File: src/logic/io_defs.svh
`ifndef IO_DEFS_SVH
`define IO_DEFS_SVH

// ----------------------------------------------------------------------
// clocking
// ----------------------------------------------------------------------

`define IO_CLOCK_FREQ 50_000_000                   // system clock, Hz
`define IO_CYCLES_PER_MS (`IO_CLOCK_FREQ / 1000)   // default ms prescale

// ----------------------------------------------------------------------
// i/o window, 256 bytes at 0xFFFF00
// ----------------------------------------------------------------------

`define IO_WINDOW_TAG 16'hFFFF   // word address bits 23..8

// word offsets in the window, address bits 7..2
`define IO_OFFS_TMR 6'b110000    // -64, ms timer
`define IO_OFFS_WD  6'b100100    // -112, watchdog

// stack monitor spans four words, compared on bits 7..4
`define IO_OFFS_STM 4'b1010      // -96 .. -84

`endif

File: src/logic/io_pkg.sv
package io_pkg;

  // ----------------------------------------------------------------------
  // cpu side bus
  // ----------------------------------------------------------------------

  // one request, valid while stb is high
  typedef struct packed {
    logic        stb;     // transfer strobe
    logic        we;      // write enable
    logic [23:2] addr;    // word address
    logic [31:0] wdata;   // write data
  } bus_req_t;

  // device response, ack in the strobe cycle
  typedef struct packed {
    logic [31:0] rdata;   // read data, valid with ack
    logic        ack;     // transfer done
  } bus_rsp_t;

  // ----------------------------------------------------------------------
  // decode and register maps
  // ----------------------------------------------------------------------

  // one-hot device strobes out of the decoder
  typedef struct packed {
    logic tmr;   // ms timer
    logic wd;    // watchdog
    logic stm;   // stack monitor
  } dev_sel_t;

  // stack monitor registers, addr bits 3..2
  typedef enum logic [1:0] {
    stm_limit  = 2'd0,   // stack limit
    stm_hot    = 2'd1,   // hot zone threshold
    stm_min_sp = 2'd2,   // lowest sp seen
    stm_status = 2'd3    // trigger bits
  } stm_reg_t;

endpackage

File: src/logic/io_decode.sv
`timescale 1ns/1ps
`include "io_defs.svh"

// address decode for the extended i/o window
// one strobe per device, no registers in here
module io_decode import io_pkg::*; (
  input  bus_req_t req,   // cpu request
  output dev_sel_t sel    // device strobes
);

  logic       io_stb;   // strobe inside the window
  logic [5:0] offs;     // word offset within the window

  // ----------------------------------------------------------------------
  // window hit
  // ----------------------------------------------------------------------

  // 256 bytes at 0xFFFF00, i.e. top 16 word-address bits all ones
  assign io_stb = req.stb && (req.addr[23:8] == `IO_WINDOW_TAG);
  assign offs   = req.addr[7:2];

  // ----------------------------------------------------------------------
  // per-device strobes
  // ----------------------------------------------------------------------

  always_comb begin
    sel = '0;   // no device unless the window hits
    if (io_stb) begin
      // single word devices, full offset compare
      sel.tmr = (offs == `IO_OFFS_TMR);   // -64
      sel.wd  = (offs == `IO_OFFS_WD);    // -112
      // four words, bits 3..2 pick the register
      sel.stm = (offs[5:2] == `IO_OFFS_STM);
    end
  end

  // unmapped offsets leave all bits low
  // the response mux then gives ack low and zero data

endmodule

File: src/logic/io_rsp_mux.sv
`timescale 1ns/1ps

// response merge for the i/o devices
// fixed priority with the timer first
module io_rsp_mux import io_pkg::*; (
  input  dev_sel_t sel,       // strobes from decode
  input  bus_rsp_t tmr_rsp,   // ms timer
  input  bus_rsp_t wd_rsp,    // watchdog
  input  bus_rsp_t stm_rsp,   // stack monitor
  output bus_rsp_t rsp        // back to the cpu
);

  // ----------------------------------------------------------------------
  // data and ack select
  // ----------------------------------------------------------------------

  // decode is one-hot for mapped offsets
  // priority only matters if that ever breaks
  always_comb begin
    if (sel.tmr) begin
      rsp = tmr_rsp;
    end else if (sel.wd) begin
      rsp = wd_rsp;
    end else if (sel.stm) begin
      rsp = stm_rsp;
    end else begin
      // nothing addressed
      rsp.rdata = 32'h0;   // zero data
      rsp.ack   = 1'b0;    // cpu sees no device
    end
  end

  // no wait states added here
  // ack comes straight from the device in the strobe cycle

endmodule

File: src/logic/io_subsys.sv
`timescale 1ns/1ps
`include "io_defs.svh"

// extended i/o block
// decode, three devices, response merge
module io_subsys import io_pkg::*; #(
  parameter int cycles_per_ms = `IO_CYCLES_PER_MS
) (
  input  logic        clk,
  input  logic        rst_n,
  input  bus_req_t    req,            // cpu request
  input  logic [23:0] sp,             // cpu stack pointer
  output bus_rsp_t    rsp,            // merged response
  output logic        wd_trig,        // watchdog timeout
  output logic        stm_trig_lim,   // stack limit hit
  output logic        stm_trig_hot    // stack hot zone hit
);

  dev_sel_t sel;       // device strobes
  bus_rsp_t tmr_rsp;   // per device responses
  bus_rsp_t wd_rsp;
  bus_rsp_t stm_rsp;
  logic     ms_tick;   // timer to watchdog

  // ----------------------------------------------------------------------
  // input side
  // ----------------------------------------------------------------------

  io_decode decode_0 (.req(req), .sel(sel));

  // ----------------------------------------------------------------------
  // devices
  // ----------------------------------------------------------------------

  // one word at -64
  ms_timer #(.cycles_per_ms(cycles_per_ms)) tmr_0 (
    .clk(clk), .rst_n(rst_n), .req(req), .sel(sel.tmr),
    .rsp(tmr_rsp), .ms_tick(ms_tick)
  );

  // one word at -112
  watchdog watchdog_0 (
    .clk(clk), .rst_n(rst_n), .req(req), .sel(sel.wd),
    .ms_tick(ms_tick), .rsp(wd_rsp), .trig(wd_trig)
  );

  // four words at -96
  stackmon stackmon_0 (
    .clk(clk), .rst_n(rst_n), .req(req), .sel(sel.stm), .sp(sp),
    .rsp(stm_rsp), .trig_lim(stm_trig_lim), .trig_hot(stm_trig_hot)
  );

  // ----------------------------------------------------------------------
  // output side
  // ----------------------------------------------------------------------

  io_rsp_mux rsp_mux_0 (
    .sel(sel), .tmr_rsp(tmr_rsp), .wd_rsp(wd_rsp), .stm_rsp(stm_rsp),
    .rsp(rsp)
  );

endmodule

File: src/logic/ms_timer.sv
`timescale 1ns/1ps
`include "io_defs.svh"

// millisecond timer
// prescaler for the tick, 32-bit count of ms since reset
module ms_timer import io_pkg::*; #(
  parameter int cycles_per_ms = `IO_CYCLES_PER_MS
) (
  input  logic     clk,
  input  logic     rst_n,
  input  bus_req_t req,       // shared request
  input  logic     sel,       // device strobe
  output bus_rsp_t rsp,       // device response
  output logic     ms_tick    // one cycle per ms
);

  localparam int presc_w = (cycles_per_ms > 1) ? $clog2(cycles_per_ms) : 1;
  localparam logic [presc_w-1:0] presc_last = presc_w'(cycles_per_ms - 1);

  logic [presc_w-1:0] presc;      // cycles within the current ms
  logic [31:0]        ms_count;   // ms since reset

  // ----------------------------------------------------------------------
  // prescaler and tick
  // ----------------------------------------------------------------------

  always_ff @(posedge clk) begin
    if (!rst_n) begin
      presc   <= '0;
      ms_tick <= 1'b0;
    end else if (presc == presc_last) begin
      presc   <= '0;   // wrap, tick in the next cycle
      ms_tick <= 1'b1;
    end else begin
      presc   <= presc + 1'b1;
      ms_tick <= 1'b0;
    end
  end

  // count follows the tick by one cycle
  always_ff @(posedge clk) begin
    if (!rst_n)       ms_count <= '0;
    else if (ms_tick) ms_count <= ms_count + 32'd1;
  end

  // read only, writes get acked and dropped
  assign rsp.ack   = sel;
  assign rsp.rdata = req.we ? 32'h0 : ms_count;

endmodule

File: src/logic/stackmon.sv
`timescale 1ns/1ps

// stack monitor
// limit and hot zone checks on the cpu sp, plus low water mark
module stackmon import io_pkg::*; (
  input  logic        clk,
  input  logic        rst_n,
  input  bus_req_t    req,        // shared request
  input  logic        sel,        // device strobe
  input  logic [23:0] sp,         // cpu stack pointer
  output bus_rsp_t    rsp,        // device response
  output logic        trig_lim,   // sp below limit, sticky
  output logic        trig_hot    // sp in hot zone, sticky
);

  stm_reg_t    reg_idx;    // register addressed
  logic        wr;         // write strobe
  logic [23:0] wdata;      // threshold width
  logic [23:0] limit;      // hard stack limit, 0 = off
  logic [23:0] hot;        // hot zone bound, 0 = off
  logic [23:0] min_sp;     // lowest sp so far

  assign reg_idx = stm_reg_t'(req.addr[3:2]);
  assign wr      = sel && req.we;
  assign wdata   = req.wdata[23:0];

  // ----------------------------------------------------------------------
  // threshold registers
  // ----------------------------------------------------------------------

  always_ff @(posedge clk) begin
    if (!rst_n) begin
      limit <= '0;
      hot   <= '0;
    end else if (wr) begin
      if (reg_idx == stm_limit) limit <= wdata;
      if (reg_idx == stm_hot)   hot   <= wdata;
    end
  end

  // low water mark, a write restarts it from the top
  always_ff @(posedge clk) begin
    if (!rst_n)                           min_sp <= 24'hFFFFFF;
    else if (wr && reg_idx == stm_min_sp) min_sp <= 24'hFFFFFF;
    else if (sp < min_sp)                 min_sp <= sp;
  end

  // ----------------------------------------------------------------------
  // triggers
  // ----------------------------------------------------------------------

  always_ff @(posedge clk) begin
    if (!rst_n) begin
      trig_lim <= 1'b0;
      trig_hot <= 1'b0;
    end else if (wr && reg_idx == stm_status) begin
      trig_lim <= 1'b0;   // status write acks both
      trig_hot <= 1'b0;
    end else begin
      if (limit != '0 && sp < limit) trig_lim <= 1'b1;
      if (hot != '0 && sp < hot)     trig_hot <= 1'b1;
    end
  end

  // ----------------------------------------------------------------------
  // read back
  // ----------------------------------------------------------------------

  always_comb begin
    case (reg_idx)
      stm_limit:  rsp.rdata = {8'h0, limit};
      stm_hot:    rsp.rdata = {8'h0, hot};
      stm_min_sp: rsp.rdata = {8'h0, min_sp};
      default:    rsp.rdata = {30'h0, trig_hot, trig_lim};   // status
    endcase
  end

  assign rsp.ack = sel;   // single cycle, all four words

endmodule

File: src/logic/watchdog.sv
`timescale 1ns/1ps

// watchdog, counts down in ms
// a write reloads it, hitting zero raises trig
module watchdog import io_pkg::*; (
  input  logic     clk,
  input  logic     rst_n,
  input  bus_req_t req,       // shared request
  input  logic     sel,       // device strobe
  input  logic     ms_tick,   // from ms timer
  output bus_rsp_t rsp,       // device response
  output logic     trig       // timeout, sticky
);

  logic        wr;       // write to the watchdog
  logic [15:0] reload;   // last timeout written
  logic [15:0] remain;   // ms left

  assign wr = sel && req.we;

  // ----------------------------------------------------------------------
  // countdown
  // ----------------------------------------------------------------------

  always_ff @(posedge clk) begin
    if (!rst_n) begin
      reload <= '0;
      remain <= '0;
      trig   <= 1'b0;
    end else if (wr) begin
      // reload and rearm, zero timeout turns it off
      reload <= req.wdata[15:0];
      remain <= req.wdata[15:0];
      trig   <= 1'b0;
    end else if (ms_tick && (remain != 16'd0)) begin
      remain <= remain - 16'd1;
      // last ms gone
      if (remain == 16'd1) begin
        trig <= 1'b1;   // held until the next write
      end
    end
  end

  // ----------------------------------------------------------------------
  // bus side
  // ----------------------------------------------------------------------

  // Remaining count in the upper half so software can poll progress.
  assign rsp.ack   = sel;
  assign rsp.rdata = {remain, reload};

endmodule

File: config.mk
export PLATFORM = sky130hd
export DESIGN_NAME = io_subsys
export DESIGN_NICKNAME = d
export VERILOG_FILES = /design/src/logic/io_pkg.sv /design/src/logic/io_decode.sv /design/src/logic/io_rsp_mux.sv /design/src/logic/io_subsys.sv /design/src/logic/ms_timer.sv /design/src/logic/stackmon.sv /design/src/logic/watchdog.sv
export VERILOG_INCLUDE_DIRS = /design/src /design/src/logic
export SDC_FILE = /design/constraint.sdc
export NUM_CORES = 1
export LEC_CHECK = 0
export ABC_AREA = 1
export BUFFER_PORTS_ARGS = -buffer_cell sky130_fd_sc_hd__buf_4
export CORE_UTILIZATION = 55
export CTS_CLUSTER_DIAMETER = 150
export DETAILED_ROUTE_END_ITERATION = 8
export GPL_TIMING_DRIVEN = 0
export MAX_ROUTING_LAYER = met4
export PLACE_DENSITY = 0.74
export SYNTH_ARGS = -nofsm -noshare
export SYNTH_HDL_FRONTEND = slang
export SYNTH_SLANG_ARGS = --single-unit
File: constraint.sdc
create_clock -name clk -period 2.32 [get_ports clk]
set_input_delay 0.348 -clock clk [delete_from_list [all_inputs] [get_ports clk]]
set_output_delay 0.348 -clock clk [all_outputs]
set_load 0.02 [all_outputs]
* After elaboration in Yosys (flattened, before gate mapping) *
Index checks and enable logic that the tools add are counted.

storage, ports and cells
  register bits after elaboration = 156
  word-level logic and storage cells = 56

operators by class
  add/subtract/negate cells = 3
  $lt $le $gt $ge = 3
  eq/ne operators = 9
  mux-type cells = 9
  bitwise gates (word level) = 1
  reduce and logical (&&, ||, !) cells = 20

operators with widths
  cell                                                                     count
  24-bit less-than comparator                                              3
  24-bit case mux with 3 select lines                                      1
  33-bit two-way mux                                                       2
  24-bit nonzero test                                                      2
  32-bit by 1-bit adder with 32-bit output (second input constant)         1
  16-bit equality test (second input constant)                             2
  16-bit two-way mux                                                       2
  32-bit two-way mux                                                       1
  25-bit two-way mux                                                       1
  16-bit by 1-bit adder with 16-bit output (second input constant)         1
  16-bit by 1-bit equality test with 1-bit output (second input constant)  1
  16-bit nonzero test                                                      1
  16-bit by 1-bit subtractor with 16-bit output (second input constant)    1
  6-bit equality test (second input constant)                              2
  1-bit logical AND                                                        8
  2-bit OR reduction                                                       4
  2-bit AND reduction                                                      3
  2-bit equality test (second input constant)                              2
  4-bit equality test (second input constant)                              1
  3-bit two-way mux                                                        1
  2-bit by 1-bit equality test with 1-bit output (second input constant)   1
  2-bit zero test                                                          1
  2-bit nonzero test                                                       1
  1-bit two-way mux                                                        1
  1-bit inverter                                                           1

* Depth between registers and ports, before layout *
Gate-level depths: netlist of run 1.

  depth in word-level cells = 6
  gate-level depth with buffers = 13
  depth with buffers taken out = 12

* By module *
From an unflattened synthesis of run 1, not the netlist that was laid out.

second synthesis, totals
  cell total of the unflattened synthesis = 1752
  area, all modules = 11110.7 µm²

modules (own cells, without submodules)
  module      times used  cells an instance  area each (µm²)
  stackmon    1           726                5265.0
  ms_timer    1           466                2924.1
  watchdog    1           281                1816.7
  io_rsp_mux  1           250                982.2
  io_decode   1           29                 122.6

* Least setup slack after synthesis of run 1 *
No wires, ideal clock.

  path type = input to output
  start point = in req[52] in the netlist's numbering
  end point = out rsp[23] in the netlist's numbering
  data arrival time = 1.615 ns
  required time = 1.972 ns
  slack = 0.357 ns
  stages on the path = 7
  cell sequence = nand2_1 -> nor2_1 -> nand3_1 -> nor2_1 -> nand2_1 -> clkbuf_1 -> o221ai_1

RTL lines
  element             RTL line         text
  start: declaration  io_subsys.sv:11  input bus_req_t req,
  end: declaration    io_subsys.sv:13  output bus_rsp_t rsp,

==> results of run 1 <==
-- tightest hold or removal path, delay by kind of cell --
family                 cells  cell delay [ps]
buffers and inverters      1              100
AND/OR/NAND/NOR            2              120
-- registers in the layout, indices dropped and copies added (netlist names) --
name,count
stackmon_0.trig_lim,1
watchdog_0.reload,16
watchdog_0.remain,16
stackmon_0.min_sp,24
watchdog_0.trig,1
stackmon_0.hot,24
stackmon_0.trig_hot,1
stackmon_0.limit,24
tmr_0.presc,16
tmr_0.ms_tick,1
tmr_0.ms_count,32
-- timing repair --
item	in CTS	in global routing
setup buffers	0	3
gates resized for setup	14	19
pin swaps	1	3
setup endpoints to repair	32	43
-- power by group through the flow --
stage	registers (mW)	clock network, mW	logic [mW]
3_5_place_dp	2.84	0	0.790
3_3_place_gp	2.84	0	0.770
5_1_grt	2.79	2.92	0.908
2_1_floorplan	2.83	0	0.486
4_1_cts	2.78	2.81	0.795
6_report	2.78	2.79	0.811
-- stage by stage --
step	hold slack [ps]	std cells	setup slack (ps)	power [mW]
3_5_place_dp	434.0	1878	-326.9	3.634
5_1_grt	161.6	1913	0.7885	6.617
2_1_floorplan	417.6	1545	356.6	3.320
6_report	162.3	1913	63.36	6.387
4_1_cts	156.1	1910	19.48	6.385
3_3_place_gp	427.5	1878	-307.4	3.611
-- synthesized netlist by cell type (all sizes together) --
| library cell | number | area (um2) |
|---|---|---|
| o211ai | 15 | 112.6 |
| o2111ai | 1 | 8.760 |
| nand3 | 133 | 665.6 |
| nor2b | 1 | 6.260 |
| or3 | 1 | 6.260 |
| a21oi | 63 | 319.1 |
| o21ai | 49 | 245.2 |
| nor3 | 24 | 125.1 |
| nand4 | 25 | 156.4 |
| a21boi | 1 | 7.510 |
| buf | 30 | 185.2 |
| ha | 74 | 925.9 |
| a21o | 3 | 22.52 |
| nor3b | 4 | 30.03 |
| nor2 | 255 | 999.7 |
| xnor2 | 1 | 8.760 |
| xor2 | 14 | 122.6 |
| a31oi | 2 | 12.51 |
| or2 | 2 | 12.52 |
| o22ai | 22 | 137.6 |
| clkinv | 2 | 7.510 |
| nor4 | 2 | 12.51 |
| nand2 | 420 | 1582 |
| nand3b | 2 | 27.53 |
| o221ai | 15 | 131.4 |
| o21a | 2 | 15.01 |
| dfxtp | 156 | 3123 |
| inv | 204 | 765.7 |
| clkbuf | 22 | 82.58 |
-- final cells by class --
type | instances | share of cell area [%]
Clock buffer | 17 | 3.652
Sequential cell | 156 | 26.81
Tap cell | 225 | 2.417
Timing Repair Buffer | 111 | 7.261
Inverter | 206 | 6.638
Clock inverter | 15 | 1.439
Multi-Input combinational cell | 1131 | 49.25
Buffer | 52 | 2.535
-- per-layer routing --
layer | up-vias | global-route usage [%] | wire length (um)
li1 | 5224 | - | -
met1 | 4776 | 47.78 | 14040
met2 | 453 | 52.04 | 13640
met3 | 50 | 7.159 | 2845
met4 | 0 | 10.80 | 695
met5 | - | - | 0
-- logic make-up (layout without fill, tap and decap cells) --
kind of cell | Yosys count | count (layout) | synth area share, %
and+or+nand+nor | 869 | 869 | 36.76
buffers and inverters | 258 | 401 | 10.56
AOI/OAI and AO/OA | 173 | 173 | 10.27
DFF | 156 | 156 | 31.68
adders and majority gates | 74 | 74 | 9.393
xor gates and xnor gates | 15 | 15 | 1.333
-- worst max path at each step --
stage	start	end	cells after the start
floorplan	req[52]	rsp[23]	7
global placement	req[32]	rsp[24]	8
detailed placement	req[32]	rsp[24]	8
CTS	req[33]	rsp[19]	8
global route	req[52]	rsp[2]	11
finish	req[32]	rsp[8]	10
==> results by stage, run 1 <==
Finish:
- The final cell area excluding filler cells is 0.01165 mm2.
- The number of nets in the final layout is 1831.
- The relative area change from synthesis to final layout is 18.18%.
- The sequential cell area is 0.003123 mm2.
- The antenna diode instance count is 0.
- In the layout the commonest cells are sky130_fd_sc_hd__nand2_1, sky130_fd_sc_hd__nor2_1, sky130_fd_sc_hd__inv_1.
- The most common library cell in the layout ignoring fill and taps is sky130_fd_sc_hd__nand2_1.
- Once layout is complete, the utilization of the core stands at 66.88%.
- The fill cell total of the finished layout is 1604.
- The layout cell share with drive strength beyond 1 is 12.32%.
- Summing all multi-input logic gate instances after layout gives 0.005737 mm2.

Synthesis:
- A synthesized cell averages 6.380 um2.
- The number of nets in the synthesized netlist is 1701.
- The warning count from the yosys run is 0.
- The synthesized netlist occupies a cell area of 0.009857 mm2.
- The post-synthesis cell count is 1545.
- After synthesis, flip-flops and latches occupy 31.68% of the total area.
- The count of unique library cells instantiated by Yosys is 41.
- The flip-flop and latch count after synthesis is 156.

Global routing:
- The number of global-route vias before repair came to 8982.
- The number of antenna violations at the first check in global routing was 0.
- The global-route wire length before repair is 47430 um.
- For this run, the total global-route usage over all layers was measured as 35.11%.
- For this run the aggregate overflow at the end of global routing stands at 0.
- The pin count of the biggest net entering global routing is 19.

Setup path:
- The worst stage delay on the critical path is 250 ps.
- The worst setup path is launched from an input port.
- The data arrival time of the critical path is 1910 ps.
- The critical register-to-register path endpoint is stackmon_0.min_sp[1].
- The setup slack of the worst register-to-register path is 150 ps.
- Broken down by cell family, the worst path's largest delay share belongs to buffers and inverters.
- The slowest stage of the critical path belongs to the cell sky130_fd_sc_hd__clkbuf_4.
- Walking the worst path, the cells encountered are buf_4 -> inv_1 -> nor2_1 -> clkbuf_4 -> inv_2 -> clkbuf_4 -> o22ai_1 -> o21ai_1 -> o211ai_1 -> buf_4.
- The worst setup path category is input port to primary output.
- The origin of the critical flop-to-flop path is stackmon_0.min_sp[23].
- Measured in cells, the most critical reg-to-reg path has a length of 12.
- STA puts the critical path data required time at 1970 ps.
- The largest fanout on the critical path is 10.
- The number of buffers and inverters on the critical path is 6.
- The kind of end point of the critical path is a primary output.

Placement:
- After legalization and detailed placement, the total HPWL measured 24770 um.
- Port buffering added 108 buffers.
- Routability-driven placement finished with a final weighted congestion of 0.9800.
- Once placement finished, the instance area stood at 0.01095 mm2.

Clock tree:
- The clock slew at the register clock pins of the worst setup and hold paths is 70 ps.
- The CTS sink count is 156.
- CTS placed an instance of sky130_fd_sc_hd__clkbuf_16 at the clock tree root.
- The H-tree depth is 4.
- The total clock buffers created by CTS is 17.
- The clock passes through at most 2 buffers.
- The clock network latency to the later pin of the worst-skew pair is 440 ps.
- Buffers inserted to repair hold after CTS numbered 0.
- The clock tree from TritonCTS is done.

Timing:
- The worst pin sits at a relative slew slack of 52.50%.
- Setup violations remaining at the end of the flow were counted as 0.
- The number of hold-slack violations in the final timing report is 0.
- The time the final worst path needs with I/O delays and setup is 2257 ps.
- The setup TNS is 0 ps.
- In the finished design, the share of the clock period the worst path needs comes to 97.27%.
- The fmax is 443.1 MHz.
- The max-slew violation count is 0.
- Setup repair after global routing left no endpoint under its margin.
- The clock arrives with 9.148 ps of skew.
- The slew at the pin closest to its max-slew limit is 712.5 ps.

Floorplanning:
- The effective utilization at floorplan is 56.59%.
- The core footprint is 0.01742 mm2.
- The die is 135.9 um wide.
- 118 I/O pins were placed.
- The die span in y is 135.9 um.
- The area of the die is 0.01846 mm2.
- Row generation in the floorplan step produced 48 rows.

Worst hold path:
- For hold timing, the worst endpoint is stackmon_0.hot[21].
- Along the worst hold path, the cell count comes to 3.
- The class of the worst hold path is input port to flip-flop.
- The worst min-delay path startpoint is req[21].

Power:
- The power density over the cells is 548.3 mW/mm2.
- The internal power is 4.503 mW.
- Of the total power, combinational logic draws 12.7%.
- The sequential cell fraction of total power is 43.6%.
- VDD sags by at most 0.0005668 V.
- The clock network burns 43.7% of the power.
- The reported leakage power is 5.717 nW.
- The switching part of the total power is 29.50%.
- The net load switching power is 1.884 mW.

Routing:
- Across all layers, the routed design uses 10500 vias.
- The routed design has 31220 um of wire.
- The number of vias per cell after detailed routing is 5.490.
- The first-iteration detailed-routing DRC count is 1126.
- The number of remaining DRC errors is 0.
- In this run the remaining antenna-violating nets after routing total 0.
- The average wire per cell in the routed design is 16.32 um.
- For this run, the detailed router's first-pass iteration total came to 5.

Flow run:
- The tool flagged a number of max-cap violations equal to 0.

Status:
- The run finished with clean final reports.
No activity file was read; power rests on OpenSTA's default activity.
==> run 2: changes to the inputs <==
--- a/config.mk
+++ b/config.mk
@@ -8,12 +8,14 @@
 export LEC_CHECK = 0
 export ABC_AREA = 1
 export BUFFER_PORTS_ARGS = -buffer_cell sky130_fd_sc_hd__buf_4
-export CORE_UTILIZATION = 55
+export CELL_PAD_IN_SITES_DETAIL_PLACEMENT = 0
+export CELL_PAD_IN_SITES_GLOBAL_PLACEMENT = 1
+export CORE_UTILIZATION = 42
 export CTS_CLUSTER_DIAMETER = 150
 export DETAILED_ROUTE_END_ITERATION = 8
 export GPL_TIMING_DRIVEN = 0
 export MAX_ROUTING_LAYER = met4
-export PLACE_DENSITY = 0.74
+export PLACE_DENSITY = 0.8
 export SYNTH_ARGS = -nofsm -noshare
 export SYNTH_HDL_FRONTEND = slang
 export SYNTH_SLANG_ARGS = --single-unit
==> results by stage, run 2 (synthesized netlist as in run 1, its figures left out) <==
Status:
- Run status: completed (unchanged).

Power:
- The final total power is 6.529 mW (was 6.387 mW).
- The reported leakage power is 5.793 nW (was 5.717 nW).
- The maximum VDD drop is 0.0004533 V (was 0.0005668 V).
- The power density over the cells was 548.7 mW/mm2 (was 548.3 mW/mm2).

Finish:
- The number of flip-flops in the largest register is 32 (unchanged).
- Commonest non-fill, non-tap cells in the layout: sky130_fd_sc_hd__nand2_1, sky130_fd_sc_hd__nor2_1, sky130_fd_sc_hd__inv_1 (unchanged).
- The final cell area excluding filler cells is 0.01190 mm2 (was 0.01165 mm2).
- The most common library cell in the layout ignoring fill and taps is sky130_fd_sc_hd__nand2_1 (unchanged).
- The register bank with the most flops is tmr_0.ms_count (unchanged).
- The relative area change from synthesis to final layout is 20.72% (was 18.18%).
- The layout cell share with drive strength beyond 1 was 13.09% (was 12.32%).
- The final cell utilization of the core is 52.08% (was 66.88%).
- The number of nets in the final layout is 1839 (was 1831).

Routing:
- The routed via count is 10230 (was 10500).
- The number of remaining DRC errors is 0 (unchanged).
- The number of vias per cell after detailed routing is 5.089 (was 5.490).
- The number of nets with antenna violations after detailed routing is 0 (unchanged).
- The first-pass iteration count of the detailed router is 5 (unchanged).
- The aggregate routed wire length is 34040 um (was 31220 um).
- The average wire per cell in the routed design is 16.94 um (was 16.32 um).
- The first-iteration detailed-routing DRC count was 797 (was 1126).

Timing:
- The slew at the pin closest to its max-slew limit is 729.0 ps (was 712.5 ps).
- The time the final worst path needs with I/O delays and setup was 2306 ps (was 2257 ps).
- The worst hold margin is 152.2 ps (was 162.3 ps).
- The part of the cycle the worst path needs is 99.39% (was 97.27%).
- Setup repair after global routing missed its margin: true (was false).
- The max-slew violation count is 0 (unchanged).
- The number of hold-slack violations in the final timing report is 0 (unchanged).
- The worst-case clock skew is 16.75 ps (was 9.148 ps).
- The number of setup violations in the final report came to 0 (unchanged).
- The normalized max-slew margin is 51.40% (was 52.50%).
- The fmax is 433.7 MHz (was 443.1 MHz).

Clock tree:
- The clock network latency to the later pin of the worst-skew pair came to 450 ps (was 440 ps).
- The maximum buffer depth of the clock tree is 2 (unchanged).
- The clock slew at the register clock pins of the worst setup and hold paths is 70 ps (about the same).
- The H-tree depth is 4 (unchanged).
- The CTS sink count was 156 (unchanged).
- The number of buffers added to fix hold violations after cts was 0 (unchanged).
- The total clock buffers created by CTS is 17 (unchanged).
- The root buffer cell is sky130_fd_sc_hd__clkbuf_16 (unchanged).
- The clock tree from TritonCTS is done (unchanged).

Placement:
- The estimated wirelength of the detail-placed design is 27190 um (was 24770 um).
- The last weighted congestion value of the routability-driven placer came to 0.9387 (was 0.9800).
- The port buffer count was 108 (unchanged).
- The total cell area at the placement stage is 0.01106 mm2 (was 0.01095 mm2).

Setup path:
- The largest fanout on the critical path is 5 (was 10).
- The data arrival time of the critical path came to 1960 ps (was 1910 ps).
- The number of buffers and inverters on the critical path is 4 (was 6).
- The kind of start point of the critical path is an input port (unchanged).
- The required time at the endpoint of the critical path is 1970 ps (about the same).
- The worst setup path category is input port to primary output (unchanged).
- The worst-path cell with the longest stage delay is sky130_fd_sc_hd__nor4_4 (was sky130_fd_sc_hd__clkbuf_4).
- The worst stage delay on the critical path was 380 ps (was 250 ps).
- The kind of end point of the critical path is a primary output (unchanged).
- Cell chain of the critical path: buf_8 -> nor2_4 -> inv_4 -> nor4_4 -> nand3_2 -> buf_6 -> o211ai_1 -> buf_4 (was buf_4 -> inv_1 -> nor2_1 -> clkbuf_4 -> inv_2 -> clkbuf_4 -> o22ai_1 -> o21ai_1 -> o211ai_1 -> buf_4).
- The family with the most delay on the worst path is simple AND/OR/NAND/NOR gates (was buffers and inverters).

Floorplanning:
- The core footprint is 0.02285 mm2 (was 0.01742 mm2).
- The die extent in x is 155.2 um (was 135.9 um).
- The number of standard-cell rows in the floorplan is 55 (was 48).
- The I/O pin count came to 118 (unchanged).
- The die span in y is 155.2 um (was 135.9 um).
- The area of the die is 0.02409 mm2 (was 0.01846 mm2).
- The effective utilization at floorplan is 43.14% (was 56.59%).

Global routing:
- The global-route wire length before repair is 52630 um (was 47430 um).
- The global route total overflow was 0 (unchanged).
- The combined global-route utilization of all metal layers was 29.80% (was 35.11%).
- The number of antenna violations at the first check in global routing is 1 (was 0).
- The pin count of the biggest net entering global routing is 20 (was 19).
- The number of global-route vias before repair is 9407 (was 8982).

Flow run:
- The count of max-cap constraint violations is 0 (unchanged).

Worst hold path:
- The class of the worst hold path is input port to flip-flop (unchanged).
==> run 2: worst register-to-register path, cell delays in order, from the launching register on <==
cell and delay, ps:
sky130_fd_sc_hd__dfxtp_1 340, sky130_fd_sc_hd__inv_1 70, sky130_fd_sc_hd__ha_1 290, sky130_fd_sc_hd__nand2_1 80
sky130_fd_sc_hd__nor2_1 180, sky130_fd_sc_hd__nor2b_2 220, sky130_fd_sc_hd__nand2_1 80, sky130_fd_sc_hd__nor2_2 160
sky130_fd_sc_hd__nand2_2 140, sky130_fd_sc_hd__clkbuf_2 240, sky130_fd_sc_hd__nand3_1 130, sky130_fd_sc_hd__nand3_1 70
==> run 2: worst paths after layout <==
check / slack (ps) / cells past startpoint / from / endpoint
max: 10 / 8 / req[32] / rsp[13]
min: 150 / 3 / req[12] / stackmon_0.limit[12]
max reg2reg: 220 / 11 / stackmon_0.min_sp[23] / stackmon_0.min_sp[0]
min reg2reg: 450 / 2 / watchdog_0.reload[10] / watchdog_0.reload[10]
==> run 2: layer usage <==
| layer | track usage [%] | vias up | share of wire, % |
|---|---|---|---|
| li1 | - | 5246 | - |
| met1 | 40.96 | 4645 | 48 |
| met2 | 45.56 | 300 | 44 |
| met3 | 4.540 | 38 | 6.4 |
| met4 | 7.656 | 0 | 1.6 |
| met5 | - | - | 0 |
==> run 2: stage by stage <==
| stage | instances | worst slack, ps | setup TNS (ps) |
|---|---|---|---|
| floorplan | 1545 | 356.6 | 0 |
| global placement | 1966 | -415.3 | -8497 |
| detailed placement | 1966 | -408.6 | -8825 |
| CTS | 1998 | -3.549 | -3.549 |
| global route | 2010 | -32.78 | -101.7 |
| finish | 2010 | 14.07 | 0 |
==> run 2: layout make-up <==
type / instances / area, um2
diodes: 1 / 2.502
plain buffers: 52 / 326.6
clock buffers: 17 / 425.4
clock inverters: 15 / 191.4
fillers: 2437 / 10950
inverters: 206 / 775.7
multi-input cells: 1131 / 5758
flip-flops and latches: 156 / 3123
well taps: 313 / 391.6
repair buffers: 119 / 904.6
==> run 2: timing repair <==
action,4_1_cts,5_1_grt
buffers inserted,0,11
resized for setup,23,28
setup endpoints to repair,36,48
pin swaps,0,7
==> run 2: power by group <==
part	total [mW]	leakage [nW]	internal, mW	switching, mW
clock	2.91	0.300	1.47	1.44
combinational	0.834	4.23	0.319	0.515
sequential	2.78	1.26	2.74	0.0371
total	6.53	5.79	4.53	1.99
